$ cat config.mk
export PLATFORM = sky130hd
export DESIGN_NAME = mbus_node
export DESIGN_NICKNAME = d
export VERILOG_FILES = /design/src/hw/mbus_pkg.sv /design/src/hw/mbus_sleep_ctrl.sv /design/src/hw/mbus_wire_ctrl.sv /design/src/hw/mbus_layer_if.sv /design/src/hw/mbus_bus_ctrl.sv /design/src/hw/mbus_node.sv
export SDC_FILE = /design/constraint.sdc
export NUM_CORES = 1
export LEC_CHECK = 0
export ABC_CLOCK_PERIOD_IN_PS = 15100
export BUFFER_PORTS_ARGS = -buffer_cell sky130_fd_sc_hd__buf_2
export CORE_UTILIZATION = 35
export DETAILED_ROUTE_END_ITERATION = 6
export GPL_ROUTABILITY_DRIVEN = 0
export PLACE_DENSITY = 0.6
export SLEW_MARGIN = 5
export SYNTH_ARGS = -nofsm -noshare
export SYNTH_HDL_FRONTEND = slang
export SYNTH_HIERARCHICAL = 1
export SYNTH_SLANG_ARGS = --single-unit
$ cat constraint.sdc
create_clock -name clkin -period 15.1 [get_ports clkin]
set_input_delay 1.51 -clock clkin [delete_from_list [all_inputs] [get_ports clkin]]
set_output_delay 1.51 -clock clkin [all_outputs]
set_load 0.05 [all_outputs]
$ cat src/hw/mbus_pkg.sv
package mbus_pkg;

	// bus widths
	localparam int ADDR_WIDTH = 8;
	localparam int DATA_WIDTH = 32;

	// every node accepts frames sent here
	localparam logic [ADDR_WIDTH-1:0] BROADCAST_ADDR = '1;

	// low bits ahead of the sync bit, long enough to wake a sleeping node
	localparam int PREAMBLE_LEN = 4;

	// address plus data, shifted msb first
	localparam int FRAME_BITS = ADDR_WIDTH + DATA_WIDTH;

	// stages between a gated and a running bus controller
	typedef enum logic [1:0] {
		ST_ASLEEP,	// clock gated, held in reset, isolated
		ST_REL_CLK,	// clock running, still in reset
		ST_REL_RST,	// out of reset, outputs still isolated
		ST_AWAKE	// fully released
	} sleep_state_t;

endpackage

$ cat src/hw/mbus_sleep_ctrl.sv
`timescale 1ns/1ns

module mbus_sleep_ctrl (
	input  logic clkin,
	input  logic rst_n,
	input  logic wake_det,
	input  logic req_int,
	input  logic tx_req,
	input  logic sleep_req,
	output logic bus_clk_en,
	output logic bus_rst,
	output logic iso
);
	import mbus_pkg::*;

	sleep_state_t state;
	logic going_down;	// set while stepping back towards asleep
	logic wake_any;

	// ring activity, an interrupt or a pending layer transmit
	assign wake_any = wake_det || req_int || tx_req;

	always_ff @(posedge clkin or negedge rst_n)
	begin
		if (!rst_n)
		begin
			state <= ST_ASLEEP;
			going_down <= 1'b0;
		end
		else
		begin
			case (state)
				ST_ASLEEP:
				begin
					going_down <= 1'b0;
					if (wake_any)
						state <= ST_REL_CLK;
				end
				ST_REL_CLK:
					state <= going_down ? ST_ASLEEP : ST_REL_RST;
				ST_REL_RST:
					state <= going_down ? ST_REL_CLK : ST_AWAKE;
				ST_AWAKE:
				begin
					if (sleep_req)
					begin
						state <= ST_REL_RST;	// isolate first
						going_down <= 1'b1;
					end
				end
				default:
					state <= ST_ASLEEP;
			endcase
		end
	end

	assign bus_clk_en = (state != ST_ASLEEP);
	assign bus_rst = (state == ST_ASLEEP) || (state == ST_REL_CLK);
	assign iso = (state != ST_AWAKE);

	// the layer side must never see a controller that is being reset
	a_iso_covers_rst: assert property (@(posedge clkin) disable iff (!rst_n)
		bus_rst |-> iso);

endmodule

$ cat src/hw/mbus_wire_ctrl.sv
`timescale 1ns/1ns

module mbus_wire_ctrl (
	input  logic clkin,
	input  logic rst_n,
	input  logic din,
	input  logic iso,
	input  logic tx_active,
	input  logic tx_bit,
	output logic dout,
	output logic wake_det
);

	logic din_q;	// ring sample for wake detection
	logic drive;

	// the controller owns the ring only once it is released
	assign drive = tx_active && !iso;

	always_ff @(posedge clkin or negedge rst_n)
	begin
		if (!rst_n)
		begin
			din_q <= 1'b1;	// idle ring is high
			dout <= 1'b1;
		end
		else
		begin
			din_q <= din;
			dout <= drive ? tx_bit : din;	// forward with one cycle of delay
		end
	end

	// any low bit on the ring starts a preamble
	assign wake_det = !din_q;

	// the bus controller is never transmitting behind isolation
	a_no_tx_while_iso: assert property (@(posedge clkin) disable iff (!rst_n)
		iso |-> !tx_active);

endmodule

$ cat src/hw/mbus_layer_if.sv
`timescale 1ns/1ns

module mbus_layer_if (
	input  logic clkin,
	input  logic rst_n,
	input  logic iso,
	input  logic [mbus_pkg::ADDR_WIDTH-1:0] tx_addr,
	input  logic [mbus_pkg::DATA_WIDTH-1:0] tx_data,
	input  logic tx_req,
	output logic tx_ack,
	output logic [mbus_pkg::ADDR_WIDTH-1:0] rx_addr,
	output logic [mbus_pkg::DATA_WIDTH-1:0] rx_data,
	output logic rx_broadcast,
	output logic rx_req,
	input  logic rx_ack,
	output logic rx_fail,
	output logic tx_valid,
	input  logic tx_ready,
	input  logic tx_done,
	input  logic bus_rx_valid,
	input  logic [mbus_pkg::ADDR_WIDTH-1:0] bus_rx_addr,
	input  logic [mbus_pkg::DATA_WIDTH-1:0] bus_rx_data,
	input  logic bus_rx_broadcast,
	output logic rx_ready
);
	import mbus_pkg::*;

	logic tx_req_q;
	logic tx_pend;
	logic tx_ready_m, tx_done_m, rx_valid_m, rx_bcast_m;
	logic [ADDR_WIDTH-1:0] rx_addr_m;
	logic [DATA_WIDTH-1:0] rx_data_m;

	// bus side is clamped while the controller is gated
	assign tx_ready_m = tx_ready && !iso;
	assign tx_done_m = tx_done && !iso;
	assign rx_valid_m = bus_rx_valid && !iso;
	assign rx_bcast_m = bus_rx_broadcast && !iso;
	assign rx_addr_m = iso ? '0 : bus_rx_addr;
	assign rx_data_m = iso ? '0 : bus_rx_data;

	assign tx_valid = tx_pend && !iso;
	assign rx_ready = !rx_req && !rx_ack;	// previous handshake fully closed

	always_ff @(posedge clkin or negedge rst_n)
	begin
		if (!rst_n)
		begin
			tx_req_q <= 1'b0;
			tx_pend <= 1'b0;
			tx_ack <= 1'b0;
			rx_req <= 1'b0;
			rx_fail <= 1'b0;
		end
		else
		begin
			tx_req_q <= tx_req;
			if (tx_req && !tx_req_q && !tx_ack)
				tx_pend <= 1'b1;	// new request from the layer
			else if (tx_valid && tx_ready_m)
				tx_pend <= 1'b0;
			if (tx_done_m)
				tx_ack <= 1'b1;
			else if (!tx_req)
				tx_ack <= 1'b0;
			if (rx_valid_m && rx_ready)
				rx_req <= 1'b1;
			else if (rx_ack)
				rx_req <= 1'b0;
			if (rx_valid_m && !rx_ready)
				rx_fail <= 1'b1;	// frame dropped, layer still busy
			else if (rx_ack)
				rx_fail <= 1'b0;
		end
	end

	always_ff @(posedge clkin)
	begin
		if (rx_valid_m && rx_ready)
		begin
			rx_addr <= rx_addr_m;
			rx_data <= rx_data_m;
			rx_broadcast <= rx_bcast_m;
		end
	end

	// four-phase outputs only fall after their acknowledge
	a_rx_req_hold: assert property (@(posedge clkin) disable iff (!rst_n)
		rx_req && !rx_ack |=> rx_req);
	a_tx_ack_hold: assert property (@(posedge clkin) disable iff (!rst_n)
		tx_ack && tx_req |=> tx_ack);
	// layer keeps the payload steady until the controller has loaded it
	a_tx_payload_stable: assert property (@(posedge clkin) disable iff (!rst_n)
		tx_pend && !(tx_valid && tx_ready_m) |=> $stable({tx_addr, tx_data}));

endmodule

$ cat src/hw/mbus_bus_ctrl.sv
`timescale 1ns/1ns

module mbus_bus_ctrl #(
	parameter logic [mbus_pkg::ADDR_WIDTH-1:0] ADDRESS = 8'h01,
	parameter logic [15:0] SLEEP_THRESHOLD = 16'd1024
) (
	input  logic clkin,
	input  logic rst_n,
	input  logic clk_en,
	input  logic bus_rst,
	input  logic din,
	input  logic tx_valid,
	input  logic [mbus_pkg::ADDR_WIDTH-1:0] tx_addr,
	input  logic [mbus_pkg::DATA_WIDTH-1:0] tx_data,
	output logic tx_ready,
	output logic tx_done,
	output logic tx_active,
	output logic tx_bit,
	output logic rx_valid,
	output logic [mbus_pkg::ADDR_WIDTH-1:0] rx_addr,
	output logic [mbus_pkg::DATA_WIDTH-1:0] rx_data,
	output logic rx_broadcast,
	input  logic rx_ready,
	output logic sleep_req
);
	import mbus_pkg::*;

	localparam int CNT_W = $clog2(FRAME_BITS);

	typedef enum logic [1:0] {TX_IDLE, TX_PRE, TX_SYNC, TX_DATA} tx_state_t;
	typedef enum logic [1:0] {RX_IDLE, RX_PRE, RX_DATA} rx_state_t;

	tx_state_t tx_state;
	rx_state_t rx_state;
	logic [CNT_W-1:0] tx_cnt, rx_cnt;
	logic [FRAME_BITS-1:0] tx_sh, rx_sh, rx_next;
	logic [ADDR_WIDTH-1:0] next_addr;
	logic tx_start, rx_last, addr_hit, idle;
	logic [15:0] idle_cnt;

	assign tx_ready = clk_en && (tx_state == TX_IDLE) && (rx_state == RX_IDLE);
	assign tx_start = tx_valid && tx_ready;
	assign tx_active = (tx_state != TX_IDLE);

	always_comb
	begin
		case (tx_state)
			TX_SYNC: tx_bit = 1'b1;
			TX_DATA: tx_bit = tx_sh[FRAME_BITS-1];
			default: tx_bit = 1'b0;	// preamble
		endcase
	end

	always_ff @(posedge clkin or negedge rst_n)
	begin
		if (!rst_n)
		begin
			tx_state <= TX_IDLE;
			tx_cnt <= '0;
			tx_done <= 1'b0;
		end
		else if (bus_rst)
		begin
			tx_state <= TX_IDLE;
			tx_cnt <= '0;
			tx_done <= 1'b0;
		end
		else if (clk_en)
		begin
			tx_done <= 1'b0;
			case (tx_state)
				TX_IDLE:
				begin
					if (tx_start)
					begin
						tx_state <= TX_PRE;
						tx_cnt <= CNT_W'(PREAMBLE_LEN - 1);
					end
				end
				TX_PRE:
				begin
					if (tx_cnt == '0)
						tx_state <= TX_SYNC;
					else
						tx_cnt <= tx_cnt - 1'b1;
				end
				TX_SYNC:
				begin
					tx_state <= TX_DATA;
					tx_cnt <= CNT_W'(FRAME_BITS - 1);
				end
				default:
				begin
					if (tx_cnt == '0)
					begin
						tx_state <= TX_IDLE;
						tx_done <= 1'b1;	// last payload bit just went out
					end
					else
						tx_cnt <= tx_cnt - 1'b1;
				end
			endcase
		end
	end

	always_ff @(posedge clkin)
	begin
		if (clk_en && !bus_rst)
		begin
			if (tx_start)
				tx_sh <= {tx_addr, tx_data};
			else if (tx_state == TX_DATA)
				tx_sh <= {tx_sh[FRAME_BITS-2:0], 1'b0};
			if (rx_state == RX_DATA)
				rx_sh <= rx_next;
		end
	end

	assign rx_next = {rx_sh[FRAME_BITS-2:0], din};
	assign next_addr = rx_next[FRAME_BITS-1 -: ADDR_WIDTH];
	assign addr_hit = (next_addr == ADDRESS) || (next_addr == BROADCAST_ADDR);
	assign rx_last = (rx_state == RX_DATA) && (rx_cnt == '0);

	always_ff @(posedge clkin or negedge rst_n)
	begin
		if (!rst_n)
		begin
			rx_state <= RX_IDLE;
			rx_cnt <= '0;
			rx_valid <= 1'b0;
		end
		else if (bus_rst)
		begin
			rx_state <= RX_IDLE;
			rx_cnt <= '0;
			rx_valid <= 1'b0;
		end
		else if (clk_en)
		begin
			rx_valid <= rx_last && addr_hit;	// single cycle offer
			case (rx_state)
				RX_IDLE: if (!din) rx_state <= RX_PRE;
				RX_PRE:
				begin
					if (din)
					begin
						rx_state <= RX_DATA;	// sync bit seen
						rx_cnt <= CNT_W'(FRAME_BITS - 1);
					end
				end
				default:
				begin
					if (rx_last)
						rx_state <= RX_IDLE;
					else
						rx_cnt <= rx_cnt - 1'b1;
				end
			endcase
		end
	end

	assign rx_addr = rx_sh[FRAME_BITS-1 -: ADDR_WIDTH];
	assign rx_data = rx_sh[DATA_WIDTH-1:0];
	assign rx_broadcast = (rx_addr == BROADCAST_ADDR);

	// a starting preamble or a frame still held by the layer keeps the node up
	assign idle = (tx_state == TX_IDLE) && (rx_state == RX_IDLE) && !tx_valid
		&& din && rx_ready;

	always_ff @(posedge clkin or negedge rst_n)
	begin
		if (!rst_n)
			idle_cnt <= '0;
		else if (bus_rst)
			idle_cnt <= '0;
		else if (clk_en)
		begin
			if (!idle)
				idle_cnt <= '0;
			else if (idle_cnt != SLEEP_THRESHOLD)
				idle_cnt <= idle_cnt + 1'b1;	// saturates at threshold
		end
	end

	assign sleep_req = idle && (idle_cnt == SLEEP_THRESHOLD);

endmodule

$ cat src/hw/mbus_node.sv
`timescale 1ns/1ns

module mbus_node #(
	parameter logic [mbus_pkg::ADDR_WIDTH-1:0] ADDRESS = 8'h3a,
	parameter logic [15:0] SLEEP_THRESHOLD = 16'd1024
) (
	input  logic clkin,
	input  logic rst_n,
	input  logic din,
	output logic dout,
	input  logic req_int,
	input  logic [mbus_pkg::ADDR_WIDTH-1:0] tx_addr,
	input  logic [mbus_pkg::DATA_WIDTH-1:0] tx_data,
	input  logic tx_req,
	output logic tx_ack,
	output logic [mbus_pkg::ADDR_WIDTH-1:0] rx_addr,
	output logic [mbus_pkg::DATA_WIDTH-1:0] rx_data,
	output logic rx_broadcast,
	output logic rx_req,
	output logic rx_fail,
	input  logic rx_ack
);
	import mbus_pkg::*;

	logic bus_clk_en, bus_rst, iso;	// sleep sequencer controls
	logic wake_det, sleep_req;
	logic tx_valid, tx_ready, tx_done;
	logic tx_active, tx_bit;	// controller drive onto the ring
	logic bus_rx_valid, bus_rx_broadcast, rx_ready;
	logic [ADDR_WIDTH-1:0] bus_rx_addr;
	logic [DATA_WIDTH-1:0] bus_rx_data;

	// always-on shell
	mbus_sleep_ctrl sc0 (.*);
	mbus_wire_ctrl wc0 (.*);
	mbus_layer_if lif0 (.*);

	// gated domain
	mbus_bus_ctrl #(
		.ADDRESS(ADDRESS),
		.SLEEP_THRESHOLD(SLEEP_THRESHOLD)
	) bc0 (
		.*,
		.clk_en(bus_clk_en),
		.rx_valid(bus_rx_valid),
		.rx_addr(bus_rx_addr),
		.rx_data(bus_rx_data),
		.rx_broadcast(bus_rx_broadcast)
	);

endmodule

==> impl_metrics.sql <==
INSERT INTO impl_metrics (metric_group, metric, value, unit) VALUES
('synth', 'yosysTopAreaCellShare', '0.5179', ''),
('sta', 'slew_viol_final', '0', ''),
('sta', 'report.final.hold_viol_count', '0', ''),
('worst_setup_path', 'r2r_setup_slack', '12.17', 'ns'),
('worst_setup_path', 'path_class', 'reg2reg', ''),
('final_layout', 'final_cell_count_no_fill', '883', ''),
('global_routing', 'gr_ovfl_total', '0', ''),
('global_routing', 'grt_start_max_net_pins', '46', ''),
('worst_setup_path', 'crit-reg2reg-launch', 'bc0/tx_state[0]$_DFFE_PN0P_', ''),
('route', 'vias', '4290', ''),
('clocking', 'clock_tree_from_tritoncts', 'done', ''),
('placed_design', 'placed_cells', '851', ''),
('synth', 'mappedNetlistNets', '565', ''),
('die', 'die_x', '143.6', 'um'),
('power', 'power.share.switching', '0.2718', ''),
('route', 'wl_per_cell', '14.51', 'um'),
('sta', 'finalSetupViolCount', '0', ''),
('sta', 'max_clock_freq', '341.8', 'MHz'),
('worst_setup_path', 'worstPathArrival', '2.99', 'ns'),
('worst_setup_path', 'critical_path_cell_list', 'inv_1, ha_1, nor3b_2, and2_2, nand2_1, buf_4, a21oi_4, buf_4', ''),
('sta', 'postLayoutSetupSlackWorst', '12.17', 'ns'),
('global_routing', 'antenna_found_initial', '0', ''),
('route', 'route.antenna.remaining_nets', '0', ''),
('synth', 'post_synth.cell_area_avg', '13.78', 'um2'),
('clocking', 'post_cts_resized', '0', ''),
('synth', 'synthDominantAreaCellType', 'edfxtp_1', ''),
('final_layout', 'post-route-util', '0.4264', ''),
('die', 'chipHeight', '143.6', 'um'),
('worst_setup_path', 'r2r_cells', '8', ''),
('global_routing', 'wire_length_of_the_first_global_routing_pass', '21270', 'um'),
('final_layout', 'drive_gt1_frac', '0.2929', ''),
('clocking', 'cts_inserted_buffers', '17', ''),
('synth', 'number_of_enable_flip_flop_cells_after_synthesis', '121', ''),
('worst_setup_path', 'crit_path_max_fanout', '41', ''),
('worst_setup_path', 'crit_required', '15.16', 'ns'),
('power', 'cellInternalPower', '993.5', 'uW'),
('sta', 'min_period', '2.925', 'ns'),
('worst_setup_path', 'critical_path.startpoint_type', 'flip-flop', ''),
('route', 'avgViaCountPerCell', '4.858', ''),
('die', 'core', '19530', 'um2'),
('clocking', 'cts_setup_buffers', '0', ''),
('synth', 'netlist_top_cells_count', 'edfxtp_1, nor2b_1, dfrtp_1, mux2_2, nor2_1', ''),
('placed_design', 'preCtsSetupSlack', '11.99', 'ns'),
('clocking', 'cts_hold_repair.buffers', '0', ''),
('final_layout', 'num-nets-final', '661', ''),
('worst_hold_path', 'min-delay-path-class', 'reg2reg', ''),
('synth', 'synth.top_cells.by_area', 'edfxtp_1, dfrtp_1, mux2_2', ''),
('synth', 'mapped_cells', '509', ''),
('flow_run', 'cap_violations', '0', ''),
('worst_setup_path', 'critPathLaunch', 'bc0/tx_state[0]$_DFFE_PN0P_', ''),
('power', 'power.share.combinational', '0.177', ''),
('placed_design', 'dpl_hpwl', '8555', 'um'),
('die', 'num_rows', '51', ''),
('sta', 'worst_pin_slew', '1.011', 'ns'),
('outcome', 'status', 'complete, no violations', ''),
('clocking', 'clock-root-buffer', 'clkbuf_16', ''),
('synth', 'post-synth-top-count-cell', 'edfxtp_1', ''),
('synth', 'ys.flop_type', 'edfxtp_1', ''),
('sta', 'final_min_period_over_clock_period', '0.1937', ''),
('worst_setup_path', 'critical-path-max-stage-delay', '0.45', 'ns'),
('sta', 'fin_tns_setup', '0', 'ns'),
('sta', 'rsz0062_at_grt', 'no', ''),
('worst_setup_path', 'worstSetupEndpointType', 'flip-flop', ''),
('global_routing', 'grt_usage', '0.1348', ''),
('final_layout', 'synthToLayoutAreaGrowth', '18.67', '%'),
('synth', 'mappedNetlistArea', '7015', 'um2'),
('power', 'vdd_ir_drop_max', '0.00009580', 'V'),
('worst_hold_path', 'hp-start', 'bc0/rx_sh[24]$_DFFE_PP_', ''),
('sta', 'fin_hold_ws', '0.4420', 'ns'),
('clocking', 'clkSlewWorstSetupHoldPaths', '0.06', 'ns'),
('power', 'power_density', '163.9', 'nW/um2');
## cell families after synthesis
family | synth area share
adder cells (fa/ha/maj) | 0.01926
AND/OR/NAND/NOR | 0.1420
XOR/XNOR | 0.004993
flip-flops | 0.6752
AO/OA/AOI/OAI | 0.06813
multiplexers | 0.06759
buffers and inverters | 0.02283
## registers in the layout, summed over array words and instances, names as in the netlist
name and count:
bc0/idle_cnt 16, bc0/rx_cnt 6, bc0/rx_sh 40, bc0/rx_state 2, bc0/rx_valid 1, bc0/tx_cnt 6
bc0/tx_done 1, bc0/tx_sh 40, bc0/tx_state 2, lif0/rx_addr 8, lif0/rx_broadcast 1, lif0/rx_data 32
lif0/rx_fail 1, lif0/rx_req 1, lif0/tx_ack 1, lif0/tx_pend 1, lif0/tx_req_q 1, sc0/going_down 1
sc0/state 2, wc0/din_q 1, wc0/dout 1
## power groups by stage
stage               combinational, uW  clock (uW)  sequential, uW
floorplan                         183           0             714
global placement                  235           0             720
detailed placement                246           0             726
CTS                               247         418             718
global route                      275         437             733
finish                            242         406             717
## worst max-delay path: cells and delay by family, from the launching register on
| kind | cells | cell delay [ns] |
|---|---|---|
| AOI/OAI and AO/OA | 1 | 0.16 |
| adders and majority gates | 1 | 0.32 |
| buffers and inverters | 3 | 0.96 |
| DFF | 1 | 0.45 |
| and+or+nand+nor | 3 | 0.64 |
## cells in the final DEF, fill, tap and decap left out, drive strengths merged, types with 2 or more instances in the layout
master	count
xor2	4
o22ai	3
dfrtp	42
nor4	9
mux2	40
nand3b	3
nor2	38
ha	10
nand4	10
nand2b	7
nor3b	5
inv	20
a21o	4
a41oi	2
nand4b	3
a21oi	25
and3	4
a211oi	4
nor4b	2
nor3	5
nand3	11
clkinv	4
nand2	23
edfxtp	121
clkinvlp	6
and2	3
a311oi	6
o21ai	20
dfstp	2
a22oi	5
nor2b	46
clkbuf	18
or3	3
buf	96
mux2i	2
## worst min-delay path by stage
stage	end	slack [ns]	depth (start not counted)
after floorplan	bc0/rx_sh[10]$_DFFE_PP_	0.42	0
after global placement	bc0/rx_sh[5]$_DFFE_PP_	0.43	0
after detailed placement	bc0/rx_sh[22]$_DFFE_PP_	0.43	0
after CTS	bc0/rx_sh[8]$_DFFE_PP_	0.44	0
after global routing	bc0/rx_sh[8]$_DFFE_PP_	0.45	0
final	bc0/rx_sh[25]$_DFFE_PP_	0.44	0
## metal layers
| layer | GRT usage | vias to the layer above | part of all wire |
|---|---|---|---|
| met1 | 0.1693 | 2106 | 0.44 |
| met2 | 0.2200 | 95 | 0.51 |
| li1 | - | 2072 | - |
| met4 | 0.05039 | 0 | 0.012 |
| met3 | 0.03865 | 17 | 0.041 |
| met5 | 0 | - | 0 |
## cell type report
type	instances	area, um2
multi-input cells	308	2141
clock inverters	14	127.6
well taps	265	331.6
flip-flops and latches	165	4737
repair buffers	96	495.5
clock buffers	18	429.2
fillers	1846	11200
inverters	17	63.81
## per-stage QoR
stage | power (uW) | cell area [um2]
CTS | 1384 | 8325
floorplan | 897.4 | 7015
finish | 1364 | 8325
detailed placement | 972.7 | 7769
global placement | 955.2 | 7769
global route | 1446 | 8325
(Power assumes the default switching activity.)
